===== src/hw/vdp_params.svh =====
////////////////////////////////////////
// vdp parameters
// frame timing, memory size, register map
////////////////////////////////////////
`ifndef VDP_PARAMS_SVH
`define VDP_PARAMS_SVH

// horizontal, in pixels
`define VDP_H_VISIBLE       16
`define VDP_H_TOTAL         24
`define VDP_H_SYNC_START    18
`define VDP_H_SYNC_END      21
// vertical, in lines
`define VDP_V_VISIBLE       8
`define VDP_V_TOTAL         14
`define VDP_V_SYNC_START    10
`define VDP_V_SYNC_END      11

`define VDP_VRAM_AW         12          // 4K words

// cpu register numbers
`define VDP_REG_VRAM_ADDR   4'd0
`define VDP_REG_VRAM_DATA   4'd1
`define VDP_REG_PAL_ADDR    4'd2
`define VDP_REG_PAL_DATA    4'd3
`define VDP_REG_DISP_BASE   4'd4
`define VDP_REG_WR_MASK     4'd5
`define VDP_REG_INTR_CTRL   4'd6
`define VDP_REG_INTR_STATUS 4'd7

`endif


===== src/hw/vdp_pkg.sv =====
////////////////////////////////////////
// vdp types
// shared widths and bundled signals
////////////////////////////////////////
package vdp_pkg;

`include "vdp_params.svh"

typedef logic [`VDP_VRAM_AW-1:0] vram_addr_t;  // word address
typedef logic [15:0]             vram_word_t;
typedef logic [3:0]              nib_mask_t;   // one bit per nibble
typedef logic [3:0]              color_idx_t;
typedef logic [11:0]             rgb_t;        // red in 11:8
typedef logic [3:0]              intr_bits_t;  // bit 0 vblank, 3:1 cpu
typedef logic [3:0]              reg_num_t;
typedef logic [7:0]              scan_pos_t;

// one request on the single vram port
typedef struct packed {
    logic       sel;
    logic       wr;
    nib_mask_t  mask;
    vram_addr_t addr;
    vram_word_t data;
} vram_req_t;

typedef struct packed {
    logic       en;
    color_idx_t addr;
    rgb_t       data;
} pal_wr_t;

typedef struct packed {
    logic hsync;
    logic vsync;
    logic de;       // visible pixel
} video_sync_t;

endpackage


===== src/hw/vdp_video_timing.sv =====
////////////////////////////////////////
// vdp video timing
// scan counters, syncs, display enable
////////////////////////////////////////
`timescale 1ns/100ps
`include "vdp_params.svh"

module vdp_video_timing(
    input  wire logic            clk,
    input  wire logic            reset_i,
    output vdp_pkg::scan_pos_t   h_o,
    output vdp_pkg::scan_pos_t   v_o,
    output vdp_pkg::video_sync_t sync_o,
    output logic                 vblank_start_o
);

logic h_last;
logic v_last;

assign h_last = (h_o == 8'(`VDP_H_TOTAL - 1));
assign v_last = (v_o == 8'(`VDP_V_TOTAL - 1));

always_ff @(posedge clk) begin
    if (reset_i) begin
        h_o <= '0;
        v_o <= '0;
    end else begin
        if (h_last) begin
            h_o <= '0;
            v_o <= v_last ? '0 : v_o + 1'b1;    // next line or wrap frame
        end else begin
            h_o <= h_o + 1'b1;
        end
    end
end

// decoded straight from the counters, active high
assign sync_o.hsync = (h_o >= 8'(`VDP_H_SYNC_START)) && (h_o < 8'(`VDP_H_SYNC_END));
assign sync_o.vsync = (v_o >= 8'(`VDP_V_SYNC_START)) && (v_o < 8'(`VDP_V_SYNC_END));
assign sync_o.de    = (h_o < 8'(`VDP_H_VISIBLE)) && (v_o < 8'(`VDP_V_VISIBLE));

// first pixel of the first blank line
assign vblank_start_o = (h_o == '0) && (v_o == 8'(`VDP_V_VISIBLE));

endmodule


===== config.mk =====
export PLATFORM = sky130hd
export DESIGN_NAME = vdp_video_timing
export DESIGN_NICKNAME = d
export VERILOG_FILES = /design/src/hw/vdp_pkg.sv /design/src/hw/vdp_video_timing.sv
export VERILOG_INCLUDE_DIRS = /design/src /design/src/hw
export SDC_FILE = /design/constraint.sdc
export NUM_CORES = 1
export LEC_CHECK = 0
export ABC_CLOCK_PERIOD_IN_PS = 1950
export BUFFER_PORTS_ARGS = -buffer_cell sky130_fd_sc_hd__buf_2
export CAP_MARGIN = 5
export CORE_ASPECT_RATIO = 1.2
export CORE_MARGIN = 4
export CORE_UTILIZATION = 35
export DETAILED_ROUTE_END_ITERATION = 12
export PLACE_DENSITY_LB_ADDON = 0.25
export SLEW_MARGIN = 10
export SYNTH_ARGS = -nofsm -noshare
export SYNTH_HDL_FRONTEND = slang
export SYNTH_SLANG_ARGS = --single-unit

===== constraint.sdc =====
create_clock -name clk -period 1.95 [get_ports clk]
set_input_delay 0 -clock clk [delete_from_list [all_inputs] [get_ports clk]]
set_output_delay 0 -clock clk [all_outputs]
set_load 0.1 [all_outputs]

==> qor.yml <==
syn-cell-area_um2: 870
yosysMostFrequentCell: "dfxtp_1"
pre_cts_slack_ps: 205
clkPwrFrac_pct: 30.5
path_class: "reg -> out"
slew_headroom_pct: 67.9
netlist_instances: 101
pwr-share-comb_pct: 12.0
vias_per_cell: 5.05
rsz0062_at_grt: "no"
die_w_um: 53.5
ys_seq_elements: 16
total_power_mw: 0.587
initial_core_util_pct: 37.3
pin_count: 22
tns_ps: 0
cts_root_buf: "clkbuf_4"
synth_edf_count: 0
place_inst: 150
ys_seq_area_share_pct: 36.8
synth_top_cell_by_area: "dfxtp_1"
status: "completed"
antennaDiodeCount: 0
num_rows: 19
cp_max_fo: 7
wl_um: 1900
p_leak_nw: 0.469
stdcell_count: 154
period_needed_ps: 1830
clkLatencyLatePin_ps: 280
synthTopCellsByArea: "dfxtp_1 37%, ha_1 8.6%, xor2_1 7.1%, nor3_1 5.8%, nor2_1 4.7%"
cts_setup_buffers: 0
antenna_found_initial: 0
fin_ws_ps: 118
drt_iter0_drc: 7
grt_max_degree: 12
track_usage_pct: 13.0
end_kind: "output pin"
cts_buffers: 3
clk_pin_slew_ps: 90
grt-ovfl-total: 0
synth_top_area_share_pct: 36.8
cts_tree: "built"
synth_ff_type: "dfxtp_1"
post_drt_wl_per_cell_um: 12.3
fp.dieH_um: 62.6
yosys-top-cells-count: "16 x dfxtp_1, 11 x nor2_1, 10 x nor3_1, 8 x nand3_1, 7 x xor2_1"
hold_violations: 0
p_switching_mw: 0.164
setup_violations: 0
synth_nets: 109
portBuffers: 21
sw_frac_of_total_pct: 28.0
fin_crit_sh_pct: 94.0
clk_path_buf_depth: 2
drt-pass1-iter-count: 4
place_area_mm2: 0.00110
place.gp.congestion: 0.763
fin_area_mm2: 0.00113
cap_violations: 0
worstMarginPinSlew_ps: 478
ys_async_sr_fraction_pct: 0
worst_ep_required_time_ps: 1950
postSynthAreaPerCell_um2: 8.61
ir_drop_v: 0.000374
area_growth_pct: 29.9
fin_nets: 132
grt_first_pass_wirelength_um: 3330
grt_pass1_vias: 744
arrival_ps: 1830
vias: 778
yosys_warnings: 0
p_per_area_mw_per_mm2: 520
fmax_mhz: 546
p_int_mw: 0.423
drive_gt1_share_pct: 42.3
die_area_mm2: 0.00335
slew_violations: 0
fin_skew_ps: 5.13
fin_util_pct: 48.5
core-area_mm2: 0.00233
postRouteAntennaNets: 0
dp_hpwl_um: 1500
drc: 0
synth.distinct_cells: 30
holdWs_ps: 22.9
cts_max_level: 1
seqPwrFrac_pct: 57.5
cp-start-kind: "flop"
cts_num_sinks: 16
min-delay-path-class: "in -> reg"
==> cell type report <==
type,instances,area (um^2)
clock buffers,4,26.3
fillers,258,1200
inverters,5,18.8
multi-input cells,77,559
flip-flops and latches,16,349
well taps,31,38.8
repair buffers,21,138
==> routing by layer <==
| metal | GRT usage (%) | share of wire (%) | vias to the layer above |
|---|---|---|---|
| li1 | - | - | 395 |
| met1 | 16.5 | 44 | 364 |
| met2 | 20.4 | 50 | 17 |
| met3 | 2.15 | 4.7 | 2 |
| met4 | 6.71 | 0.95 | 0 |
| met5 | 0 | 0 | - |
==> kinds of logic (layout without fill, tap and decap cells) <==
logic type / after synthesis / count (layout) / share of synthesized area (%)
buffers and inverters: 8 / 30 / 3.60
flip-flops: 16 / 16 / 36.8
XOR/XNOR: 10 / 10 / 10.1
AO/OA/AOI/OAI: 9 / 9 / 6.33
adder cells (fa/ha/maj): 6 / 6 / 8.63
AND/OR/NAND/NOR: 52 / 52 / 34.5
==> flip-flops by register name, indices dropped and copies added, names as in the netlist <==
name and count:
v_o 8, h_o 8
==> critical path, cell delays in order (launching register included) <==
cell	delay, ps
dfxtp_2	370
nor4_4	500
nor3b_4	250
buf_2	440
==> path summary, 6_finish.rpt <==
check	startpoint	slack (ps)	end	cells past startpoint
max	h_o[5]	120	sync_o[2]	3
min	reset_i	20	v_o[0]	2
max reg2reg	h_o[1]	190	v_o[7]	5
min reg2reg	h_o[0]	450	h_o[0]	1
==> power by group through the flow <==
| stage | Clock [mW] | Sequential (mW) | Combinational, mW |
|---|---|---|---|
| final | 0.179 | 0.338 | 0.0707 |
| after global routing | 0.200 | 0.339 | 0.0754 |
| after CTS | 0.189 | 0.338 | 0.0720 |
| after detailed placement | 0 | 0.346 | 0.0721 |
| after global placement | 0 | 0.344 | 0.0714 |
| after floorplan | 0 | 0.382 | 0.0222 |
==> what timing repair did <==
action	in CTS	in global routing
resized for setup	0	2
endpoints found under the setup margin	0	2
hold buffers	0	0
==> cell usage in the layout, fill, tap and decap left out, drive strengths merged <==
cell,Yosys,layout
a21o,1,1
o31ai,1,1
and2,2,2
inv,5,5
nor4,1,1
dfxtp,16,16
and3,2,2
nor2b,1,1
nor2,11,11
or3,3,3
nor3,10,10
ha,6,6
xor2,7,7
nand4b,1,1
clkbuf,3,5
and4,1,1
buf,0,20
nor3b,2,2
or4,2,2
a21oi,4,4
nand2,6,6
xnor2,3,3
nand4,2,2
nand3,8,8
o21ai,3,3
No activity file was read; power rests on OpenSTA's default activity.
