--- src/hw/vdp_params.svh ---
////////////////////////////////////////
// vdp parameters
// frame timing, memory size, register map
////////////////////////////////////////
`ifndef VDP_PARAMS_SVH
`define VDP_PARAMS_SVH

// horizontal, in pixels
`define VDP_H_VISIBLE       16
`define VDP_H_TOTAL         24
`define VDP_H_SYNC_START    18
`define VDP_H_SYNC_END      21
// vertical, in lines
`define VDP_V_VISIBLE       8
`define VDP_V_TOTAL         14
`define VDP_V_SYNC_START    10
`define VDP_V_SYNC_END      11

`define VDP_VRAM_AW         12          // 4K words

// cpu register numbers
`define VDP_REG_VRAM_ADDR   4'd0
`define VDP_REG_VRAM_DATA   4'd1
`define VDP_REG_PAL_ADDR    4'd2
`define VDP_REG_PAL_DATA    4'd3
`define VDP_REG_DISP_BASE   4'd4
`define VDP_REG_WR_MASK     4'd5
`define VDP_REG_INTR_CTRL   4'd6
`define VDP_REG_INTR_STATUS 4'd7

`endif

--- src/hw/vdp_pkg.sv ---
////////////////////////////////////////
// vdp types
// shared widths and bundled signals
////////////////////////////////////////
package vdp_pkg;

`include "vdp_params.svh"

typedef logic [`VDP_VRAM_AW-1:0] vram_addr_t;  // word address
typedef logic [15:0]             vram_word_t;
typedef logic [3:0]              nib_mask_t;   // one bit per nibble
typedef logic [3:0]              color_idx_t;
typedef logic [11:0]             rgb_t;        // red in 11:8
typedef logic [3:0]              intr_bits_t;  // bit 0 vblank, 3:1 cpu
typedef logic [3:0]              reg_num_t;
typedef logic [7:0]              scan_pos_t;

// one request on the single vram port
typedef struct packed {
    logic       sel;
    logic       wr;
    nib_mask_t  mask;
    vram_addr_t addr;
    vram_word_t data;
} vram_req_t;

typedef struct packed {
    logic       en;
    color_idx_t addr;
    rgb_t       data;
} pal_wr_t;

typedef struct packed {
    logic hsync;
    logic vsync;
    logic de;       // visible pixel
} video_sync_t;

endpackage

--- src/hw/vdp_pixel_fetch.sv ---
////////////////////////////////////////
// vdp pixel fetch
// vram word reads to colour indices
////////////////////////////////////////
`timescale 1ns/100ps
`include "vdp_params.svh"

module vdp_pixel_fetch(
    input  wire logic                 clk,
    input  wire logic                 reset_i,
    input  wire vdp_pkg::scan_pos_t   h_i,
    input  wire vdp_pkg::scan_pos_t   v_i,
    input  wire vdp_pkg::video_sync_t sync_i,
    input  wire vdp_pkg::vram_addr_t  disp_base_i,
    output vdp_pkg::vram_req_t        vram_req_o,    // read only
    input  wire vdp_pkg::vram_word_t  vram_data_i,   // word captured in main
    output vdp_pkg::color_idx_t       color_idx_o,   // 3 cycles after h_i
    output vdp_pkg::video_sync_t      sync_o
);

vdp_pkg::vram_addr_t        word_addr_q;     // next word to fetch
vdp_pkg::vram_word_t        shift_q;         // leftmost pixel in top nibble
vdp_pkg::video_sync_t [2:0] sync_dly_q;
logic                       line_req;
logic                       next_req;
logic                       fetch;

// words 1..3 at h = 2, 6, 10 of a visible line
assign line_req = (h_i[1:0] == 2'd2) && (h_i < 8'(`VDP_H_VISIBLE - 2))
                  && (v_i < 8'(`VDP_V_VISIBLE));
// word 0 of the next visible line, two slots before the wrap
assign next_req = (h_i == 8'(`VDP_H_TOTAL - 2))
                  && ((v_i < 8'(`VDP_V_VISIBLE - 1)) || (v_i == 8'(`VDP_V_TOTAL - 1)));
assign fetch    = line_req || next_req;

assign vram_req_o = '{sel: fetch, wr: 1'b0, mask: '0, addr: word_addr_q, data: '0};

always_ff @(posedge clk) begin
    if (reset_i) begin
        word_addr_q <= '0;
        sync_dly_q  <= '0;
    end else begin
        if (fetch) begin
            word_addr_q <= word_addr_q + 1'b1;     // video always wins the port
        end else if ((v_i == 8'(`VDP_V_TOTAL - 1)) && (h_i == '0)) begin
            word_addr_q <= disp_base_i;           // frame start
        end
        sync_dly_q <= {sync_dly_q[1:0], sync_i};
    end
end

// word lands in main at h = 4k, loaded here at 4k+1
always_ff @(posedge clk) begin
    if (h_i[1:0] == 2'd1) begin
        shift_q <= vram_data_i;
    end else begin
        shift_q <= {shift_q[11:0], 4'h0};
    end
    color_idx_o <= shift_q[15:12];
end

assign sync_o = sync_dly_q[2];

endmodule

--- config.mk ---
export PLATFORM = sky130hd
export DESIGN_NAME = vdp_pixel_fetch
export DESIGN_NICKNAME = d
export VERILOG_FILES = /design/src/hw/vdp_pkg.sv /design/src/hw/vdp_pixel_fetch.sv
export VERILOG_INCLUDE_DIRS = /design/src /design/src/hw
export SDC_FILE = /design/constraint.sdc
export NUM_CORES = 1
export LEC_CHECK = 0
export ABC_AREA = 1
export ABC_CLOCK_PERIOD_IN_PS = 1600
export BUFFER_PORTS_ARGS = -buffer_cell sky130_fd_sc_hd__buf_2
export CORE_ASPECT_RATIO = 1.5
export CORE_MARGIN = 3
export CORE_UTILIZATION = 48
export CTS_CLUSTER_DIAMETER = 50
export DETAILED_ROUTE_END_ITERATION = 8
export GPL_TIMING_DRIVEN = 0
export HOLD_SLACK_MARGIN = 0.02
export PLACE_DENSITY = 0.92
export SLEW_MARGIN = 40
export SYNTH_ARGS = -nofsm -noshare
export SYNTH_HDL_FRONTEND = slang
export SYNTH_SLANG_ARGS = --single-unit
--- constraint.sdc ---
create_clock -name clk -period 1.6 [get_ports clk]
set_input_delay 0.24 -clock clk [delete_from_list [all_inputs] [get_ports clk]]
set_output_delay 0.24 -clock clk [all_outputs]
set_load 0.03 [all_outputs]
==> metrics.txt <==
Power Dens Cells=~800 nW/µm²; r2r startpoint=word_addr_q[1]$_SDFFE_PP0P_; CP Launch Point=v_i[4]; Tightest Hold Check Type=input pin to register; I/O pin total=90; M1 GR Usage=a little under a fifth; Place WS=48.9 ps; vias in the first global route=about 1800; DRT Pass-1 Iters=4; RSZ-0062 raised after global routing=no; Inserted Clock Buffers=5; routed len/inst=10.8 µm; All-Layer GR Usage=16.8%; Max-cap violations=0; pin count of the biggest net entering global routing=13; Critical Path Max Stage Delay=~180 ps; vias=just under 2000; DPL Wire Length=~3700 µm; clock buffer depth=2; Chip Height=approximately 90 µm; die area=approximately 5500 µm²; crit path buf inv count=3; Final Instance Area=around 2800 µm²; Post-Syn Area=2210 µm²; clock sinks=41; Initial Util=51.2%; Synth Warn #=0; Post-Synthesis Cells=about 280; critical path class=input pin to primary output; DRC errors left=0; Max Slew Vio Count=0; Worst setup EP type=primary output; Clk Latency, worst-skew pair=280 ps; Reg2Reg Setup Slack=160 ps; worst path cell trace=buf_2 -> nor2_4 -> nand2_2 -> nor2_8 -> nand2_2 -> nor2_4 -> buf_4 -> buf_2; overall power=roughly 2.2 mW; crit path time final=1480 ps; Overflow after GRT=0; Final WS setup=121 ps; dpl cell area=roughly 2700 µm²; clock slew at reported path FFs=70 ps; P&R area growth vs syn=26.8%; root buf cell=clkbuf_8; CP top delay family=simple AND/OR/NAND/NOR gates; routed vias/inst=4.58; die width=61.4 µm; area of the multi-input gates=1120 µm²; Fin. Hold Viols=0; setup violators final=0; fillers=373; initial antenna violation count=0; number of routed nets with antenna violations=0; largest cells by area after synthesis=dfxtp_1, nand2_1, buf_4, mux2_2, inv_1; Levels on crit path=8; n_diodes=0; Post-synth EDFFs=0; Leak=~1.4 nW; Synth Area per Inst=~7.8 µm²; GR peak layer=met2; outcome=completed; met2 Resource Use GR=a little under a third; Data arrival, critical path=1240 ps; worst vdd ir=about 0.71 mV; fin nets=roughly 430; ys flop type=dfxtp_1; area leader, netlist=dfxtp_1; Async SR Flop Fraction=0%; R2R cell count=10; Total Wirelength=4590 µm; CTS H-Tree Depth=2; Sequential cell area=between 800 and 900 µm²; Setup crit end=vram_req_o[33]; reg2reg end=word_addr_q[8]$_SDFFE_PP0P_; CP Launch Type=input pin; PortBufs=67; Rows=29; clock skew=between 2 and 3 ps; setup TNS=0 ps; core area=about 4300 µm²; DRT iter0 DRCs=just over 80; Yosys reg bits=41; TritonCTS clock tree=done; Seq/Total Area, Yosys=between 30% and 40%; Synth cell types=30; first-pass GRT wire length=approximately 7100 µm; Synth top area share=a little under two fifths; CP required=approximately 1400 ps; final RePlAce weighted congestion=roughly 0.93; Worst path slowest cell=buf_2; final worst path period share=92.5%; layout cells sized above 1=40.0%; CP Max Fanout=3; met3 Resource Use GR=around 5.5%; fmax=~0.68 GHz
[layout make-up]
class / instances / share of cell area [%]
Buffer: 28 / 7.18
Clock buffer: 7 / 3.08
Clock inverter: 1 / 1.07
Inverter: 38 / 5.13
Multi-Input combinational cell: 197 / 39.9
Sequential cell: 41 / 29.3
Tap cell: 46 / 2.05
Timing Repair Buffer: 68 / 12.2
[synth_stat cells (2+ instances only)]
library cell and count:
a21oi_1 6, buf_2 2, buf_4 25, dfxtp_1 41
inv_1 33, inv_2 4, mux2_2 12, nand2_1 57
nand2_2 9, nand3_1 24, nand3_2 4, nand3_4 2
nand4_1 7, nor2_1 28, nor2_2 4, nor2_4 7
o21ai_1 3, xnor2_1 4
[repair_timing]
action                     CTS  global route
hold buffers                 0             0
buffers inserted             0             1
gates resized for setup      0             1
setup endpoints to repair    0             2
[per-stage QoR]
stage / hold WS, ps / cells / utilization, %
after CTS: 151 / 425 / 64.7
after floorplan: 310 / 304 / -
final: 159 / 426 / 64.9
after global routing: 147 / 426 / 64.9
after detailed placement: 314 / 417 / 62.0
after global placement: 312 / 417 / 62.0
[cells by family (layout without fill, tap and decap cells)]
group	after synthesis	in the layout	synth area share (%)
compound gates	12	12	3.34
xor+xnor	5	5	1.98
other cells	1	21	0.170
mux	12	12	6.11
buf+inv	66	142	15.6
simple gates	146	146	35.1
fa+ha+maj	1	1	0.566
flops	41	41	37.1
[power by group]
| part | total (mW) | internal (mW) | switching, mW |
|---|---|---|---|
| combinational | 0.330 | 0.134 | 0.196 |
| sequential | 1.08 | 1.07 | 0.0115 |
| clock | 0.837 | 0.508 | 0.329 |
[cells in the final DEF, fill, tap and decap left out, drive strengths merged]
| cell type | netlist | final |
|---|---|---|
| clkinv | 1 | 1 |
| conb | 1 | 21 |
| nand4 | 7 | 7 |
| nor3 | 1 | 1 |
| xnor2 | 4 | 4 |
| nor2 | 40 | 40 |
| nand2 | 66 | 66 |
| o21bai | 1 | 1 |
| nand3b | 2 | 2 |
| a21oi | 7 | 7 |
| buf | 27 | 95 |
| clkbuf | 1 | 8 |
| o21ai | 4 | 4 |
| inv | 37 | 37 |
| bufinv | 0 | 1 |
| xor2 | 1 | 1 |
| mux2 | 12 | 12 |
| ha | 1 | 1 |
| dfxtp | 41 | 41 |
| nand3 | 30 | 30 |
[flip-flops by register name, indices dropped and copies added (netlist names)]
signal,cells
shift_q,16
word_addr_q,12
sync_dly_q,6
color_idx_o,4
sync_o,3
[layer usage]
layer	share of wire, %	vias to the layer above	wire length (µm)
li1	-	1031	-
met1	38	853	1760
met2	54	68	2460
met3	8.1	0	370
met4	0	0	0
met5	0	-	0
[tightest hold or removal path, stage by stage]
cell and delay (ps):
buf_2 90, inv_1 40, nor2_1 30
[how the worst min path moves through the flow]
stage	startpoint	endpoint	slack, ps	cells after the start
6_report	sync_i[1]	sync_dly_q[1]$_SDFF_PP0_	160	3
2_1_floorplan	shift_q[12]$_DFF_P_	color_idx_o[0]$_DFF_P_	310	0
4_1_cts	sync_i[1]	sync_dly_q[1]$_SDFF_PP0_	150	3
3_5_place_dp	shift_q[14]$_DFF_P_	color_idx_o[2]$_DFF_P_	310	0
3_3_place_gp	shift_q[12]$_DFF_P_	color_idx_o[0]$_DFF_P_	310	0
5_1_grt	sync_i[2]	sync_dly_q[2]$_SDFF_PP0_	150	3
Power figures use the tool's default switching activity.
