==> config.mk <==
export PLATFORM = sky130hd
export DESIGN_NAME = vdp_bus_regs
export DESIGN_NICKNAME = d
export VERILOG_FILES = /design/src/hw/vdp_pkg.sv /design/src/hw/vdp_bus_regs.sv
export VERILOG_INCLUDE_DIRS = /design/src /design/src/hw
export SDC_FILE = /design/constraint.sdc
export NUM_CORES = 1
export LEC_CHECK = 0
export BUFFER_PORTS_ARGS = -buffer_cell sky130_fd_sc_hd__buf_2
export CORE_MARGIN = 2
export CORE_UTILIZATION = 53
export DETAILED_ROUTE_END_ITERATION = 12
export PLACE_DENSITY = 0.83
export SYNTH_ARGS = -nofsm -noshare
export SYNTH_HDL_FRONTEND = slang
export SYNTH_SLANG_ARGS = --single-unit
==> constraint.sdc <==
create_clock -name clk -period 2.03 [get_ports clk]
set_input_delay 0.203 -clock clk [delete_from_list [all_inputs] [get_ports clk]]
set_output_delay 0.203 -clock clk [all_outputs]
set_load 0.005 [all_outputs]
==> src/hw/vdp_params.svh <==
////////////////////////////////////////
// vdp parameters
// frame timing, memory size, register map
////////////////////////////////////////
`ifndef VDP_PARAMS_SVH
`define VDP_PARAMS_SVH

// horizontal, in pixels
`define VDP_H_VISIBLE       16
`define VDP_H_TOTAL         24
`define VDP_H_SYNC_START    18
`define VDP_H_SYNC_END      21
// vertical, in lines
`define VDP_V_VISIBLE       8
`define VDP_V_TOTAL         14
`define VDP_V_SYNC_START    10
`define VDP_V_SYNC_END      11

`define VDP_VRAM_AW         12          // 4K words

// cpu register numbers
`define VDP_REG_VRAM_ADDR   4'd0
`define VDP_REG_VRAM_DATA   4'd1
`define VDP_REG_PAL_ADDR    4'd2
`define VDP_REG_PAL_DATA    4'd3
`define VDP_REG_DISP_BASE   4'd4
`define VDP_REG_WR_MASK     4'd5
`define VDP_REG_INTR_CTRL   4'd6
`define VDP_REG_INTR_STATUS 4'd7

`endif

==> src/hw/vdp_pkg.sv <==
////////////////////////////////////////
// vdp types
// shared widths and bundled signals
////////////////////////////////////////
package vdp_pkg;

`include "vdp_params.svh"

typedef logic [`VDP_VRAM_AW-1:0] vram_addr_t;  // word address
typedef logic [15:0]             vram_word_t;
typedef logic [3:0]              nib_mask_t;   // one bit per nibble
typedef logic [3:0]              color_idx_t;
typedef logic [11:0]             rgb_t;        // red in 11:8
typedef logic [3:0]              intr_bits_t;  // bit 0 vblank, 3:1 cpu
typedef logic [3:0]              reg_num_t;
typedef logic [7:0]              scan_pos_t;

// one request on the single vram port
typedef struct packed {
    logic       sel;
    logic       wr;
    nib_mask_t  mask;
    vram_addr_t addr;
    vram_word_t data;
} vram_req_t;

typedef struct packed {
    logic       en;
    color_idx_t addr;
    rgb_t       data;
} pal_wr_t;

typedef struct packed {
    logic hsync;
    logic vsync;
    logic de;       // visible pixel
} video_sync_t;

endpackage

==> src/hw/vdp_bus_regs.sv <==
////////////////////////////////////////
// vdp cpu registers
// byte bus to word registers, vram and
// palette access, interrupt commands
////////////////////////////////////////
`timescale 1ns/100ps
`include "vdp_params.svh"

module vdp_bus_regs(
    input  wire logic                clk,
    input  wire logic                reset_i,
    input  wire logic                bus_cs_n_i,     // access strobe, active low
    input  wire logic                bus_rd_nwr_i,   // 1 = read
    input  wire vdp_pkg::reg_num_t   bus_reg_num_i,
    input  wire logic                bus_bytesel_i,  // 1 = odd byte
    input  wire logic [7:0]          bus_data_i,
    output logic [7:0]               bus_data_o,
    output vdp_pkg::vram_req_t       vram_req_o,     // held until granted
    input  wire logic                bus_grant_i,
    input  wire vdp_pkg::vram_word_t vram_data_i,    // prefetched word
    output vdp_pkg::pal_wr_t         pal_wr_o,
    output vdp_pkg::vram_addr_t      disp_base_o,
    output vdp_pkg::intr_bits_t      intr_mask_o,
    output vdp_pkg::intr_bits_t      intr_clear_o,   // one cycle pulses
    output vdp_pkg::intr_bits_t      intr_set_o,
    input  wire vdp_pkg::intr_bits_t intr_status_i
);

logic [7:0]          hi_byte_q;      // even byte waits here
logic                commit;         // odd byte write completes a word
vdp_pkg::vram_word_t wr_word;
vdp_pkg::vram_word_t rd_word;        // value of the addressed register
vdp_pkg::vram_addr_t vram_addr_q;
vdp_pkg::color_idx_t pal_idx_q;
vdp_pkg::nib_mask_t  wr_mask_q;

assign commit  = !bus_cs_n_i && !bus_rd_nwr_i && bus_bytesel_i;
assign wr_word = {hi_byte_q, bus_data_i};

// readback mux
always_comb begin
    case (bus_reg_num_i)
        `VDP_REG_VRAM_ADDR:   rd_word = 16'(vram_addr_q);
        `VDP_REG_VRAM_DATA:   rd_word = vram_data_i;
        `VDP_REG_PAL_ADDR:    rd_word = 16'(pal_idx_q);
        `VDP_REG_PAL_DATA:    rd_word = 16'(pal_wr_o.data);  // last colour written
        `VDP_REG_DISP_BASE:   rd_word = 16'(disp_base_o);
        `VDP_REG_WR_MASK:     rd_word = 16'(wr_mask_q);
        `VDP_REG_INTR_CTRL:   rd_word = 16'(intr_mask_o);
        `VDP_REG_INTR_STATUS: rd_word = 16'(intr_status_i);
        default:              rd_word = '0;
    endcase
end

// byte lanes
always_ff @(posedge clk) begin
    if (!bus_cs_n_i) begin
        if (bus_rd_nwr_i) begin
            bus_data_o <= bus_bytesel_i ? rd_word[7:0] : rd_word[15:8];  // held till next strobe
        end else if (!bus_bytesel_i) begin
            hi_byte_q <= bus_data_i;
        end
    end
end

always_ff @(posedge clk) begin
    if (reset_i) begin
        vram_req_o   <= '0;
        pal_wr_o     <= '0;
        vram_addr_q  <= '0;
        pal_idx_q    <= '0;
        wr_mask_q    <= '0;
        disp_base_o  <= '0;
        intr_mask_o  <= '0;
        intr_clear_o <= '0;
        intr_set_o   <= '0;
    end else begin
        pal_wr_o.en  <= 1'b0;
        intr_clear_o <= '0;
        intr_set_o   <= '0;
        if (vram_req_o.sel && bus_grant_i) begin
            if (vram_req_o.wr) begin
                // write done, step on and prefetch next word
                vram_addr_q     <= vram_addr_q + 1'b1;
                vram_req_o.wr   <= 1'b0;
                vram_req_o.addr <= vram_addr_q + 1'b1;
            end else begin
                vram_req_o.sel <= 1'b0;     // read issued, main captures it
            end
        end
        if (commit) begin
            case (bus_reg_num_i)
                `VDP_REG_VRAM_ADDR: begin
                    vram_addr_q <= vdp_pkg::vram_addr_t'(wr_word);
                    vram_req_o  <= '{sel: 1'b1, wr: 1'b0, mask: '0,
                                     addr: vdp_pkg::vram_addr_t'(wr_word), data: '0};
                end
                `VDP_REG_VRAM_DATA: begin
                    vram_req_o <= '{sel: 1'b1, wr: 1'b1, mask: wr_mask_q,
                                    addr: vram_addr_q, data: wr_word};
                end
                `VDP_REG_PAL_ADDR:  pal_idx_q <= vdp_pkg::color_idx_t'(wr_word);
                `VDP_REG_PAL_DATA: begin
                    pal_wr_o  <= '{en: 1'b1, addr: pal_idx_q, data: vdp_pkg::rgb_t'(wr_word)};
                    pal_idx_q <= pal_idx_q + 1'b1;
                end
                `VDP_REG_DISP_BASE: disp_base_o <= vdp_pkg::vram_addr_t'(wr_word);
                `VDP_REG_WR_MASK:   wr_mask_q <= vdp_pkg::nib_mask_t'(wr_word);
                `VDP_REG_INTR_CTRL: begin
                    intr_mask_o  <= wr_word[3:0];
                    intr_clear_o <= wr_word[11:8];
                end
                `VDP_REG_INTR_STATUS: intr_set_o <= wr_word[3:0];   // cpu raised
                default: ;
            endcase
        end
    end
end

endmodule

==> flow_metrics.env <==
export IMPL_status="complete, no violations"
export IMPL_rows=36
export IMPL_tightestPinTransition_ps=648
export IMPL_synth_area_top_cells="dfxtp_1, edfxtp_1, a22oi_1"
export IMPL_criticalPathCategory="reg -> reg"
export IMPL_cts_clk_slew_worst_paths_ps=110
export IMPL_hpwl_mm=12.1
export IMPL_fin_crit_ps=1740
export IMPL_post_cts_resize_count=0
export IMPL_routed_wl_mm=16.4
export IMPL_nets=723
export IMPL_ir_worst_vdd_uv=390
export IMPL_grt_max_degree=33
export IMPL_grt_pass1_vias=4632
export IMPL_setup_viol=0
export IMPL_synthDominantCellAreaShare=0.364
export IMPL_grt_antenna_before_repair=0
export IMPL_finalMaxSlewViolations=0
export IMPL_final_common_cell="buf_2"
export IMPL_yosysSeqAreaShare=0.456
export IMPL_rsz0062_at_grt="no"
export IMPL_synth_edf_count=16
export IMPL_grt_pass1_wl_mm=25.1
export IMPL_cellPowerDensity_nw_per_um2=633
export IMPL_synth_seq_cells=111
export IMPL_grt_overflow=0
export IMPL_crit_fanout=5
export IMPL_cp_arrival_ps=2030
export IMPL_initial_core_util=0.540
export IMPL_dr_total_vias=4896
export IMPL_portBuffers=120
export IMPL_insertion_delay_ps=380
export IMPL_syn_area_um2=5230
export IMPL_layout_common_cells="buf_2, dfxtp_1, nor2_1, nand2_1, a21oi_1"
export IMPL_crit_path_end_kind="register"
export IMPL_remaining_drc_errors=0
export IMPL_first_pass_iters=7
export IMPL_htree_levels=3
export IMPL_fp_dieW_um=103
export IMPL_routedWlPerCell_um=20.0
export IMPL_finalCritPeriodShare=0.856
export IMPL_gp_congestion=0.946
export IMPL_yosys_most_used_dff="dfxtp_1"
export IMPL_p_leak_nw=2.61
export IMPL_worstPathRequired_ps=2330
export IMPL_holdWs_ps=130
export IMPL_ys_types=58
export IMPL_io_pins=121
export IMPL_drt_iter0_drc=314
export IMPL_syn_area_per_cell_um2=9.14
export IMPL_tns_ps=0
export IMPL_cts_buffer_depth=2
export IMPL_num_antenna_cells=0
export IMPL_area_delta_synth_final_pct=18.1
export IMPL_hp_class="in -> reg"
export IMPL_cts_buffers_inserted=9
export IMPL_async_flop_share=0
export IMPL_pre_cts_ws_ps=144
export IMPL_start_kind="register"
export IMPL_clock_root_buffer="clkbuf_8"
export IMPL_cts_sinks=111
export IMPL_cts_setup_buffers=0
export IMPL_yosysTopAreaCell="dfxtp_1"
export IMPL_slew_headroom=0.568
export IMPL_grtUsageTotal=0.314
export IMPL_core_area_um2=9680
export IMPL_via_per_inst=5.96
export IMPL_cts_tree="done"
export IMPL_die_h_um=103
export IMPL_hold_violations=0
export IMPL_yosys_warnings=0
export IMPL_synth_nets=612
export IMPL_drive_gt1_frac=0.275
export IMPL_hold_buffers=0
export IMPL_maxCapViolations=0
export IMPL_antenna_left=0
export IMPL_die_area_um2=10700
export IMPL_layout_setup_ws_ps=293
export IMPL_syn_inst=572
export IMPL_finClkSkew_ps=17.4
export IMPL_fmax_ghz=0.576
==> kinds of logic (layout without fill, tap and decap cells) <==
| logic type | after synthesis | after routing | synth area share |
|---|---|---|---|
| buf+inv | 59 | 175 | 0.0575 |
| simple gates | 210 | 210 | 0.208 |
| xor+xnor | 14 | 14 | 0.0235 |
| flops | 111 | 111 | 0.456 |
| compound gates | 146 | 146 | 0.192 |
| mux | 30 | 30 | 0.0587 |
| fa+ha+maj | 2 | 2 | 0.00479 |
==> metal layers <==
metal  share of wire  up-vias  global-route usage
met5               0        -                   0
met4           0.043        0               0.154
met3           0.079       43              0.0524
met2            0.46      243               0.489
met1            0.42     2314               0.425
li1                -     2296                   -
==> worst paths after layout <==
check / depth (start not counted) / from / slack, ps / to
setup / recovery: 5 / vram_addr_q[1]$_SDFF_PP0_ / 290 / vram_addr_q[10]$_SDFF_PP0_
hold / removal: 2 / vram_data_i[14] / 130 / bus_data_o[6]$_DFFE_PP_
setup reg to reg: 5 / vram_addr_q[1]$_SDFF_PP0_ / 290 / vram_addr_q[10]$_SDFF_PP0_
hold reg to reg: 2 / disp_base_o[7]$_SDFFE_PP0P_ / 470 / disp_base_o[7]$_SDFFE_PP0P_
==> synthesized netlist by cell type, drive strengths merged (3+ instances only) <==
cell type and number:
a21oi 39, dfxtp 95, nor4 8, edfxtp 16, nor3 12, inv 6
nand4 3, clkbuf 18, a31oi 4, nor3b 3, a221oi 6, a211oi 11
nor2 62, xor2 4, a311oi 5, a31o 5, nand2b 3, o22ai 4
nor4b 3, mux2i 25, nand3 23, nand2 56, xnor2 10, o21ai 13
nor2b 7, o32ai 3, a22oi 37, buf 35, and2 18, mux2 5
and3 6
==> flip-flops by register name (all words and copies together) (netlist names) <==
signal / cells
pal_wr_o: 17
intr_mask_o: 4
wr_mask_q: 4
pal_idx_q: 4
intr_clear_o: 4
bus_data_o: 8
disp_base_o: 12
intr_set_o: 4
hi_byte_q: 8
vram_req_o: 34
vram_addr_q: 12
==> cell type report <==
| cell class | instances | area, um2 |
|---|---|---|
| tap | 133 | 166 |
| inverter | 6 | 22.5 |
| clock inverter | 4 | 31.3 |
| fill | 839 | 3510 |
| sequential | 111 | 2380 |
| clock buffer | 12 | 166 |
| multi-input combinational | 402 | 2540 |
| timing repair buffer | 153 | 861 |
==> stage by stage <==
stage	area [um2]	std cells	util	power, mW
final	6170	821	0.637	3.91
after global routing	6170	821	0.637	4.04
after CTS	6170	821	0.637	3.91
after detailed placement	5980	805	0.617	2.61
after global placement	5980	805	0.617	2.61
after floorplan	5230	572	-	2.48
==> critical path, cell delays in order, from the launching register on <==
cell and delay (ps):
dfxtp_1 430, ha_1 320, nand4_1 230, nor4_1 380, xnor2_1 110, a211oi_1 220
==> power by group <==
group          leakage (nW)  total (mW)  switching [mW]  internal (mW)
sequential            0.916        2.27          0.0204           2.25
clock                 0.103        1.34           0.771          0.568
combinational          1.59       0.297           0.194          0.103
No activity file was read; power rests on OpenSTA's default activity.
