[config.mk]
export PLATFORM = sky130hd
export DESIGN_NAME = vdp_palette
export DESIGN_NICKNAME = d
export VERILOG_FILES = /design/src/hw/vdp_pkg.sv /design/src/hw/vdp_palette.sv
export VERILOG_INCLUDE_DIRS = /design/src /design/src/hw
export SDC_FILE = /design/constraint.sdc
export NUM_CORES = 1
export LEC_CHECK = 0
export BUFFER_PORTS_ARGS = -buffer_cell sky130_fd_sc_hd__buf_2
export CORE_AREA = 2 2 124 126
export DETAILED_ROUTE_END_ITERATION = 7
export DIE_AREA = 0 0 126 128
export GPL_ROUTABILITY_DRIVEN = 0
export PLACE_DENSITY = 0.69
export SYNTH_ARGS = -nofsm -noshare
export SYNTH_HDL_FRONTEND = slang
export SYNTH_SLANG_ARGS = --single-unit
[constraint.sdc]
create_clock -name clk -period 4.55 [get_ports clk]
set_input_delay 0.2275 -clock clk [delete_from_list [all_inputs] [get_ports clk]]
set_output_delay 0.2275 -clock clk [all_outputs]
set_load 0.005 [all_outputs]
[src/hw/vdp_params.svh]
////////////////////////////////////////
// vdp parameters
// frame timing, memory size, register map
////////////////////////////////////////
`ifndef VDP_PARAMS_SVH
`define VDP_PARAMS_SVH

// horizontal, in pixels
`define VDP_H_VISIBLE       16
`define VDP_H_TOTAL         24
`define VDP_H_SYNC_START    18
`define VDP_H_SYNC_END      21
// vertical, in lines
`define VDP_V_VISIBLE       8
`define VDP_V_TOTAL         14
`define VDP_V_SYNC_START    10
`define VDP_V_SYNC_END      11

`define VDP_VRAM_AW         12          // 4K words

// cpu register numbers
`define VDP_REG_VRAM_ADDR   4'd0
`define VDP_REG_VRAM_DATA   4'd1
`define VDP_REG_PAL_ADDR    4'd2
`define VDP_REG_PAL_DATA    4'd3
`define VDP_REG_DISP_BASE   4'd4
`define VDP_REG_WR_MASK     4'd5
`define VDP_REG_INTR_CTRL   4'd6
`define VDP_REG_INTR_STATUS 4'd7

`endif

[src/hw/vdp_pkg.sv]
////////////////////////////////////////
// vdp types
// shared widths and bundled signals
////////////////////////////////////////
package vdp_pkg;

`include "vdp_params.svh"

typedef logic [`VDP_VRAM_AW-1:0] vram_addr_t;  // word address
typedef logic [15:0]             vram_word_t;
typedef logic [3:0]              nib_mask_t;   // one bit per nibble
typedef logic [3:0]              color_idx_t;
typedef logic [11:0]             rgb_t;        // red in 11:8
typedef logic [3:0]              intr_bits_t;  // bit 0 vblank, 3:1 cpu
typedef logic [3:0]              reg_num_t;
typedef logic [7:0]              scan_pos_t;

// one request on the single vram port
typedef struct packed {
    logic       sel;
    logic       wr;
    nib_mask_t  mask;
    vram_addr_t addr;
    vram_word_t data;
} vram_req_t;

typedef struct packed {
    logic       en;
    color_idx_t addr;
    rgb_t       data;
} pal_wr_t;

typedef struct packed {
    logic hsync;
    logic vsync;
    logic de;       // visible pixel
} video_sync_t;

endpackage

[src/hw/vdp_palette.sv]
////////////////////////////////////////
// vdp palette
// 16 x 12 bit colour ram
////////////////////////////////////////
`timescale 1ns/100ps

module vdp_palette(
    input  wire logic                clk,
    input  wire vdp_pkg::pal_wr_t    wr_i,
    input  wire vdp_pkg::color_idx_t rd_idx_i,
    output vdp_pkg::rgb_t            rd_data_o
);

vdp_pkg::rgb_t mem [0:15];

always_ff @(posedge clk) begin
    if (wr_i.en) begin
        mem[wr_i.addr] <= wr_i.data;
    end
    rd_data_o <= mem[rd_idx_i];     // one cycle lookup
end

endmodule

==> results by group, run 1 <==
Logic synthesis
  – Syn Nets: 351
  – Mapped Area: 7600 µm²
  – Sequential area share after synthesis: 79.0%
  – Yosys warnings: 0
  – Synth cell types: 18
  – Avg Cell Area, Syn: 23.1 µm²
  – FF+latch count, synth: 204
  – Synthesized instance count: 329

Floorplanning
  – Die height: 128 µm
  – Die Wd: 126 µm
  – Ports: 34
  – Initial Util: 51.1%
  – Die area: 16,100 µm²
  – Row count: 45
  – Core Region: 14,900 µm²

STA
  – Hold Vio Cnt, Final: 0
  – Setup TNS Final: 0 ns
  – Fin crit period: 1.85 ns
  – Worst Max-Slew Pin Slew: 1.05 ns
  – Period utilization: 40.6%
  – Achievable frequency: 0.541 GHz
  – Layout Skew: 0.00814 ns
  – RSZ-0062 raised after global routing: false
  – Final Max Tran Viols: 0
  – Max_slew headroom: 30.2%
  – Endpoints failing setup: 0

Finish
  – Area Overhead vs Synth: 14.2%
  – Final Cell Area: 8680 µm²
  – Layout Nets: 405
  – Fill cell total of the finished layout: 1,068
  – Diodes inserted: 0
  – Fraction of layout cells with a size suffix above 1: 31.0%
  – Core Util, Final: 58.4%

Power
  – Power Density: 446 nW/µm²
  – Pleak: 0.00286 µW
  – Total power: 3870 µW
  – Worst vdd ir: 0.339 mV

CTS
  – CTS tree: yes
  – Root Buffer: clkbuf_16
  – CTS Buffer Depth: 3
  – Clock transition at path regs: 0.06 ns
  – CTS buffer count: 21
  – Clock sinks: 204
  – Hold Buf Count CTS: 0
  – Resized Gates After CTS: 0
  – H-tree depth: 1
  – Clock Latency Late Sink: 0.49 ns
  – Post-CTS Setup Bufs: 0

Placement
  – Post-placement cell area: 8040 µm²
  – Detailed placement HPWL: 8590 µm
  – Port buffer count: 33

Routing
  – Final wirelength: 15,000 µm
  – Post-route ant nets: 0
  – DRC errors left: 0
  – Drt initial violations: 355
  – DR WL/cell: 25.6 µm
  – Via count: 3,520
  – Vias/cell: 6.02
  – 1st-pass router iterations: 4

Worst setup path
  – CP Capture Type: register
  – Crit path DAT: 2.21 ns
  – Setup CP Type: input pin to register
  – CP required: 4.92 ns
  – CP max FO: 28
  – Crit path launch type: input pin

Global route
  – GRT Total Usage: 19.0%
  – Grt ovf: 0
  – First-pass GRT wire length: 22,500 µm
  – Largest net degree at the start of global routing: 49
  – Initial antenna violation count: 0
  – Vias in the first global route: 3,665

Run
  – Max_cap viols: 0

Run status
  – Status: finished clean

Worst hold path
  – Hold crit path type: input pin to register
## state kept, by name, summed over array words and instances (netlist names)
| name | cells |
|---|---|
| rd_data_o | 12 |
| mem | 192 |
## layer usage
layer	GRT usage (%)	up-vias	part of all wire, %
met5	0	-	0
met4	4.46	0	2.0
met3	3.88	26	5.5
met2	31.8	107	50
met1	26.4	1879	43
li1	-	1508	-
## Yosys cell counts (all sizes together)
cell type | count | area share (%)
a22oi | 24 | 2.4
and2 | 1 | 0.082
or3b | 1 | 0.12
nand3b | 2 | 0.20
nand2 | 13 | 0.64
nor2 | 13 | 0.64
dfxtp | 12 | 3.2
edfxtp | 192 | 76
buf | 8 | 1.0
nand2b | 2 | 0.16
nor2b | 2 | 0.16
mux4 | 48 | 15
clkbuf | 6 | 0.30
nor3 | 4 | 0.26
nand3 | 1 | 0.066
## worst paths after layout
kind                   startpoint               endpoint  slack [ns]  cells after the start
max                   rd_idx_i[0]   rd_data_o[0]$_DFF_P_        2.70                      5
min                      wr_i[11]  mem[11][11]$_DFFE_PP_        0.12                      1
max reg2reg   mem[3][9]$_DFFE_PP_   rd_data_o[9]$_DFF_P_        3.26                      3
min reg2reg  mem[13][4]$_DFFE_PP_   rd_data_o[4]$_DFF_P_        0.67                      3
## cells by family after synthesis
| group | after synthesis | share of synthesized area [%] |
|---|---|---|
| buffers and inverters | 14 | 1.30 |
| and+or+nand+nor | 39 | 2.34 |
| muxes | 48 | 15.0 |
| DFF | 204 | 79.0 |
| AOI/OAI and AO/OA | 24 | 2.37 |
## worst max-delay path: stages
cell	delay, ns
buf_2	0.70
buf_4	0.37
mux4_1	0.57
a22oi_1	0.23
nand2_1	0.08
## through the flow
stage	hold WS, ns	cells	setup slack [ns]
detailed placement	0.602	548	2.14
CTS	0.102	585	2.65
floorplan	0.326	329	2.62
finish	0.117	585	2.70
global route	0.110	585	2.52
global placement	0.594	548	2.18
## layout by cell type, fill, tap and decap left out
master     count
a22oi_1       24
and2_1         1
buf_2         33
buf_4         12
clkbuf_1       5
clkbuf_16     21
clkbuf_8       5
clkinv_1       1
clkinv_2       5
dfxtp_1       12
edfxtp_1     192
mux4_1        15
mux4_2        33
nand2_1       13
nand2b_1       2
nand3_1        1
nand3b_1       2
nor2_1         3
nor2_2        10
nor2b_1        2
nor3_2         4
or3b_1         1
## power by group
| part | switching (µW) | internal [µW] | total, µW |
|---|---|---|---|
| Clock | 648 | 929 | 1580 |
| Sequential | 12.4 | 2100 | 2110 |
| Combinational | 103 | 76.5 | 180 |
| Total | 764 | 3110 | 3870 |
## area by class of cell
| cell class | instances | area (µm²) | area share (%) |
|---|---|---|---|
| well taps | 188 | 235 | 2.71 |
| flip-flops and latches | 204 | 6010 | 69.2 |
| multi-input cells | 111 | 1540 | 17.7 |
| clock inverters | 6 | 28.8 | 0.332 |
| clock buffers | 31 | 613 | 7.06 |
| repair buffers | 45 | 255 | 2.94 |
(Power assumes the default switching activity.)
==> run 2, diff against run 1 <==
Clock period 4.55 ns to 1.75 ns, I/O delays scaled along.
==> results by group, run 2 (same netlist as run 1, synthesis figures left out) <==
Routing
  – DR WL/cell: 24.8 µm
  – Post-route ant nets: 0
  – Via count: 3,564
  – 1st-pass router iterations: 4
  – DRC errors left: 0
  – Vias/cell: 5.86
  – Final wirelength: 15,100 µm
  – Drt initial violations: 328

CTS
  – CTS tree: yes
  – Clock transition at path regs: 0.06 ns
  – Clock sinks: 204
  – H-tree depth: 1
  – CTS Buffer Depth: 3
  – CTS buffer count: 21
  – Clock Latency Late Sink: 0.48 ns
  – Root Buffer: clkbuf_16

Worst hold path
  – Hold Path Stages: 1
  – Hold endpoint: mem[6][3]$_DFFE_PP_
  – Hold Crit Start: wr_i[3]
  – Hold crit path type: input pin to register

Finish
  – Largest regs: mem: 192 flops, rd_data_o: 12 flops
  – Max reg flops: 192
  – Commonest non-fill, non-tap cells in the layout: 192 x edfxtp_1, 33 x mux4_2, 33 x buf_2, 24 x a22oi_1, 21 x clkbuf_16
  – Final Cell Area: 8930 µm²
  – Largest Register: mem
  – Final std cells w/o fill: 608
  – Layout Nets: 430
  – Area Overhead vs Synth: 17.5%
  – Fraction of layout cells with a size suffix above 1: 30.0%
  – Commonest non-fill, non-tap cell in the layout: edfxtp_1
  – Diodes inserted: 0

Placement
  – Port buffer count: 33
  – Placed Cells incl. Taps: 563
  – Pre-CTS WS: 0.268 ns
  – Post-placement cell area: 8210 µm²
  – Detailed placement HPWL: 8790 µm

STA
  – Fin worst setup slack: 0.414 ns
  – Max_slew headroom: 68.9%
  – Worst Max-Slew Pin Slew: 0.465 ns
  – RSZ-0062 raised after global routing: false
  – Final Max Tran Viols: 0
  – Period utilization: 76.3%
  – Fin crit period: 1.34 ns
  – Achievable frequency: 0.749 GHz
  – Setup TNS Final: 0 ns
  – Endpoints failing setup: 0
  – Hold Vio Cnt, Final: 0
  – Layout Skew: 0.00839 ns

Worst setup path
  – Buf+Inv Stages, Crit Path: 0
  – Crit path DAT: 1.69 ns
  – Setup CP Type: register to register
  – Crit path largest cell delay: 0.48 ns
  – Delay-heaviest family, CP: multiplexers
  – R2r setup slk: 0.41 ns
  – Crit-path slowest cell: mux4_2
  – RR Endpoint: rd_data_o[5]$_DFF_P_
  – CP Capture Type: register
  – Critical path cell sequence: mux4_2, a22oi_1, nand2_1
  – R2r worst-path depth: 3
  – CP required: 2.10 ns
  – CP max FO: 1
  – Crit path launch type: register
  – Reg-to-Reg Start: mem[10][5]$_DFFE_PP_

Global route
  – Largest net degree at the start of global routing: 49
  – Vias in the first global route: 3,743
  – Initial antenna violation count: 0
  – First-pass GRT wire length: 22,500 µm
  – GRT Total Usage: 19.1%
  – Grt ovf: 0

Power
  – Total power: 9980 µW
  – Worst vdd ir: 0.780 mV
  – Pleak: 0.00300 µW
  – Power Density: 1120 nW/µm²

Run
  – Max_cap viols: 0

Floorplanning
  – Die height: 128 µm
  – Die area: 16,100 µm²
  – Die Wd: 126 µm
  – Core Region: 14,900 µm²
  – Ports: 34
  – Initial Util: 51.1%
  – Row count: 45

Run status
  – Status: finished clean
run 2: cell types whose count changed in the layout (fill, tap and decap cells not counted):
| cell | previous run | this run |
|---|---|---|
| dlygate4sd3_1 | 0 | 10 |
| nor2_1 | 3 | 13 |
| nor2_2 | 10 | 0 |
| buf_4 | 12 | 20 |
| buf_12 | 0 | 7 |
| clkbuf_8 | 5 | 3 |
| clkinv_2 | 5 | 4 |
| clkinv_4 | 0 | 1 |
run 2: where the power goes:
group	total, µW	leakage, µW	switching [µW]	internal [µW]
clock	3970	0.000308	1640	2320
combinational	513	0.000854	276	236
sequential	5490	0.00184	32.6	5460
run 2: timing repair:
item	in CTS	in global routing
hold buffers	10	0
gates resized for setup	0	0
endpoints found under the setup margin	0	0
hold endpoints to repair	149	0
buffers inserted	0	0
run 2: stage by stage:
step	util [%]	hold WS, ns
floorplan	-	0.186
global placement	55.2	0.454
detailed placement	55.2	0.466
CTS	60.1	0.00130
global route	60.1	0.0165
finish	60.1	0.00211
run 2: routing by layer:
metal	vias to the layer above	share of wire [%]	global-route usage [%]
met5	-	0	0
met4	0	2.3	4.98
met3	28	6.6	3.34
met2	131	50	31.8
met1	1846	41	26.8
li1	1559	-	-
run 2: how the worst max path moves through the flow:
stage / startpoint / end / depth (start not counted) / slack, ns
final: mem[10][5]$_DFFE_PP_ / rd_data_o[5]$_DFF_P_ / 3 / 0.41
after global routing: mem[12][5]$_DFFE_PP_ / rd_data_o[5]$_DFF_P_ / 3 / 0.37
after CTS: mem[12][5]$_DFFE_PP_ / rd_data_o[5]$_DFF_P_ / 3 / 0.41
after detailed placement: rd_idx_i[0] / rd_data_o[5]$_DFF_P_ / 5 / 0.27
after global placement: rd_idx_i[0] / rd_data_o[5]$_DFF_P_ / 5 / 0.30
after floorplan: wr_i[14] / mem[8][0]$_DFFE_PP_ / 2 / 0.19
run 2: layout make-up:
type / count / area [µm²]
clock buffer: 29 / 586
clock inverter: 6 / 32.5
fill: 1060 / 5930
multi-input combinational: 111 / 1520
sequential: 204 / 6010
tap: 188 / 235
timing repair buffer: 70 / 556
==> run 3, diff against run 2 <==
Clock period 1.75 ns to 1.4 ns, I/O delays scaled along.
==> results by group, run 3 (same netlist as run 1, synthesis figures left out) <==
Floorplanning
  – Row count: 45
  – Core Region: 14,900 µm²
  – Ports: 34
  – Die Wd: 126 µm
  – Die area: 16,100 µm²
  – Die height: 128 µm
  – Initial Util: 51.1%

Routing
  – Max Used Layer: met4
  – Via count: 3,665
  – DRC errors left: 0
  – Drt initial violations: 408
  – 1st-pass router iterations: 4
  – Routed wl met3: 1020 µm
  – Met1 WL: 6510 µm
  – Vias/cell: 5.92
  – DR WL/cell: 25.3 µm
  – Post-route ant nets: 0
  – Final wirelength: 15,700 µm
  – Met2 WL: 7850 µm

Power
  – Power Density: 1420 nW/µm²
  – Total power: 13,000 µW
  – Worst vdd ir: 1.06 mV
  – Pleak: 0.00309 µW

STA
  – Final Max Tran Viols: 0
  – RSZ-0062 raised after global routing: false
  – Endpoints failing setup: 0
  – Worst Max-Slew Pin Slew: 0.722 ns
  – Max_slew headroom: 51.9%
  – Hold Vio Cnt, Final: 0
  – Layout Skew: 0.00778 ns
  – Achievable frequency: 0.736 GHz
  – Period utilization: 97.1%
  – Fin crit period: 1.36 ns
  – Final hold slack: 0.143 ns

Worst setup path
  – RR Endpoint: rd_data_o[10]$_DFF_P_
  – Reg-to-Reg Start: mem[7][10]$_DFFE_PP_
  – CP Capture Type: register
  – Setup CP Type: register to register
  – R2r setup slk: 0.04 ns
  – CP max FO: 1
  – Crit path DAT: 1.73 ns
  – Crit path launch type: register
  – CP required: 1.77 ns
  – R2r worst-path depth: 3

CTS
  – CTS Buffer Depth: 3
  – Clock transition at path regs: 0.06 ns
  – Clock Latency Late Sink: 0.49 ns
  – CTS buffer count: 21
  – H-tree depth: 1
  – CTS tree: yes
  – Root Buffer: clkbuf_16
  – Post-CTS Setup Bufs: 0
  – Clock sinks: 204

Placement
  – Placed Cells incl. Taps: 569
  – Detailed placement HPWL: 9230 µm
  – Post-placement cell area: 8350 µm²
  – Port buffer count: 33

Finish
  – Area Overhead vs Synth: 20.7%
  – Storage cell area: 6010 µm²
  – Fraction of layout cells with a size suffix above 1: 31.3%
  – Largest regs: mem: 192 flops, rd_data_o: 12 flops
  – Commonest non-fill, non-tap cell in the layout: edfxtp_1
  – Core Util, Final: 61.7%
  – Max reg flops: 192
  – Diodes inserted: 0
  – Layout Nets: 438
  – Largest Register: mem
  – Fill cell total of the finished layout: 1,037
  – Final Cell Area: 9170 µm²
  – Final std cells w/o fill: 619
  – Multi-input logic area: 1530 µm²
  – Commonest non-fill, non-tap cells in the layout: 192 x edfxtp_1, 33 x mux4_2, 33 x buf_2, 23 x a22oi_1, 21 x clkbuf_16

Run
  – Max_cap viols: 0

Worst hold path
  – Hold crit path type: input pin to register
  – Hold Crit Start: rd_idx_i[3]
  – Hold endpoint: rd_data_o[11]$_DFF_P_
  – Hold Path Stages: 4

Global route
  – Grt ovf: 0
  – Vias in the first global route: 3,868
  – First-pass GRT wire length: 23,900 µm
  – Initial antenna violation count: 0
  – GRT Total Usage: 20.2%
  – Largest net degree at the start of global routing: 28

Run status
  – Status: finished clean
[run 3: cell count changes in the layout (fill, tap and decap cells not counted), sizes merged]
cell | previous run | this run
dlygate4sd3 | 10 | 12
buf | 60 | 66
bufinv | 0 | 2
inv | 0 | 1
[run 3: power breakdown]
group	switching, µW	internal, µW	total (µW)
Sequential	45.8	6830	6870
Combinational	357	312	669
Clock	2150	3340	5490
Total	2550	10500	13000
[run 3: worst max path at each step]
stage                               startpoint               endpoint
after detailed placement           rd_idx_i[0]   rd_data_o[4]$_DFF_P_
final                     mem[7][10]$_DFFE_PP_  rd_data_o[10]$_DFF_P_
after global routing      mem[7][10]$_DFFE_PP_  rd_data_o[10]$_DFF_P_
after floorplan                       wr_i[14]    mem[1][0]$_DFFE_PP_
after global placement             rd_idx_i[0]   rd_data_o[4]$_DFF_P_
after CTS                 mem[7][10]$_DFFE_PP_  rd_data_o[10]$_DFF_P_
[run 3: metal layers]
| metal | vias to the layer above | global-route usage, % |
|---|---|---|
| li1 | 1585 | - |
| met1 | 1935 | 30.0 |
| met2 | 123 | 32.8 |
| met3 | 22 | 2.67 |
| met4 | 0 | 4.72 |
| met5 | - | 0 |
[run 3: area by class of cell]
cell class,instances,share of cell area (%)
sequential,204,65.5
clock inverter,9,1.08
tap,188,2.57
clock buffer,29,6.49
timing repair buffer,78,7.72
multi-input combinational,111,16.6
[run 3: worst max-delay path, stage by stage (launching register included)]
cell	delay, ns
edfxtp_1	0.42
mux4_2	0.53
a22oi_1	0.20
nand2_1	0.09
[run 3: what timing repair did]
item | 4_1_cts | 5_1_grt
resized for setup | 0 | 1
setup endpoints to repair | 0 | 1
endpoints found under the hold margin | 192 | 0
hold buffers | 12 | 0
[run 3: per-stage QoR]
stage | setup TNS (ns) | setup slack [ns]
5_1_grt | 0 | 0.00768
4_1_cts | 0 | 0.0222
2_1_floorplan | -2.31 | -0.0643
3_5_place_dp | -0.785 | -0.125
6_report | 0 | 0.0407
3_3_place_gp | -0.481 | -0.0973
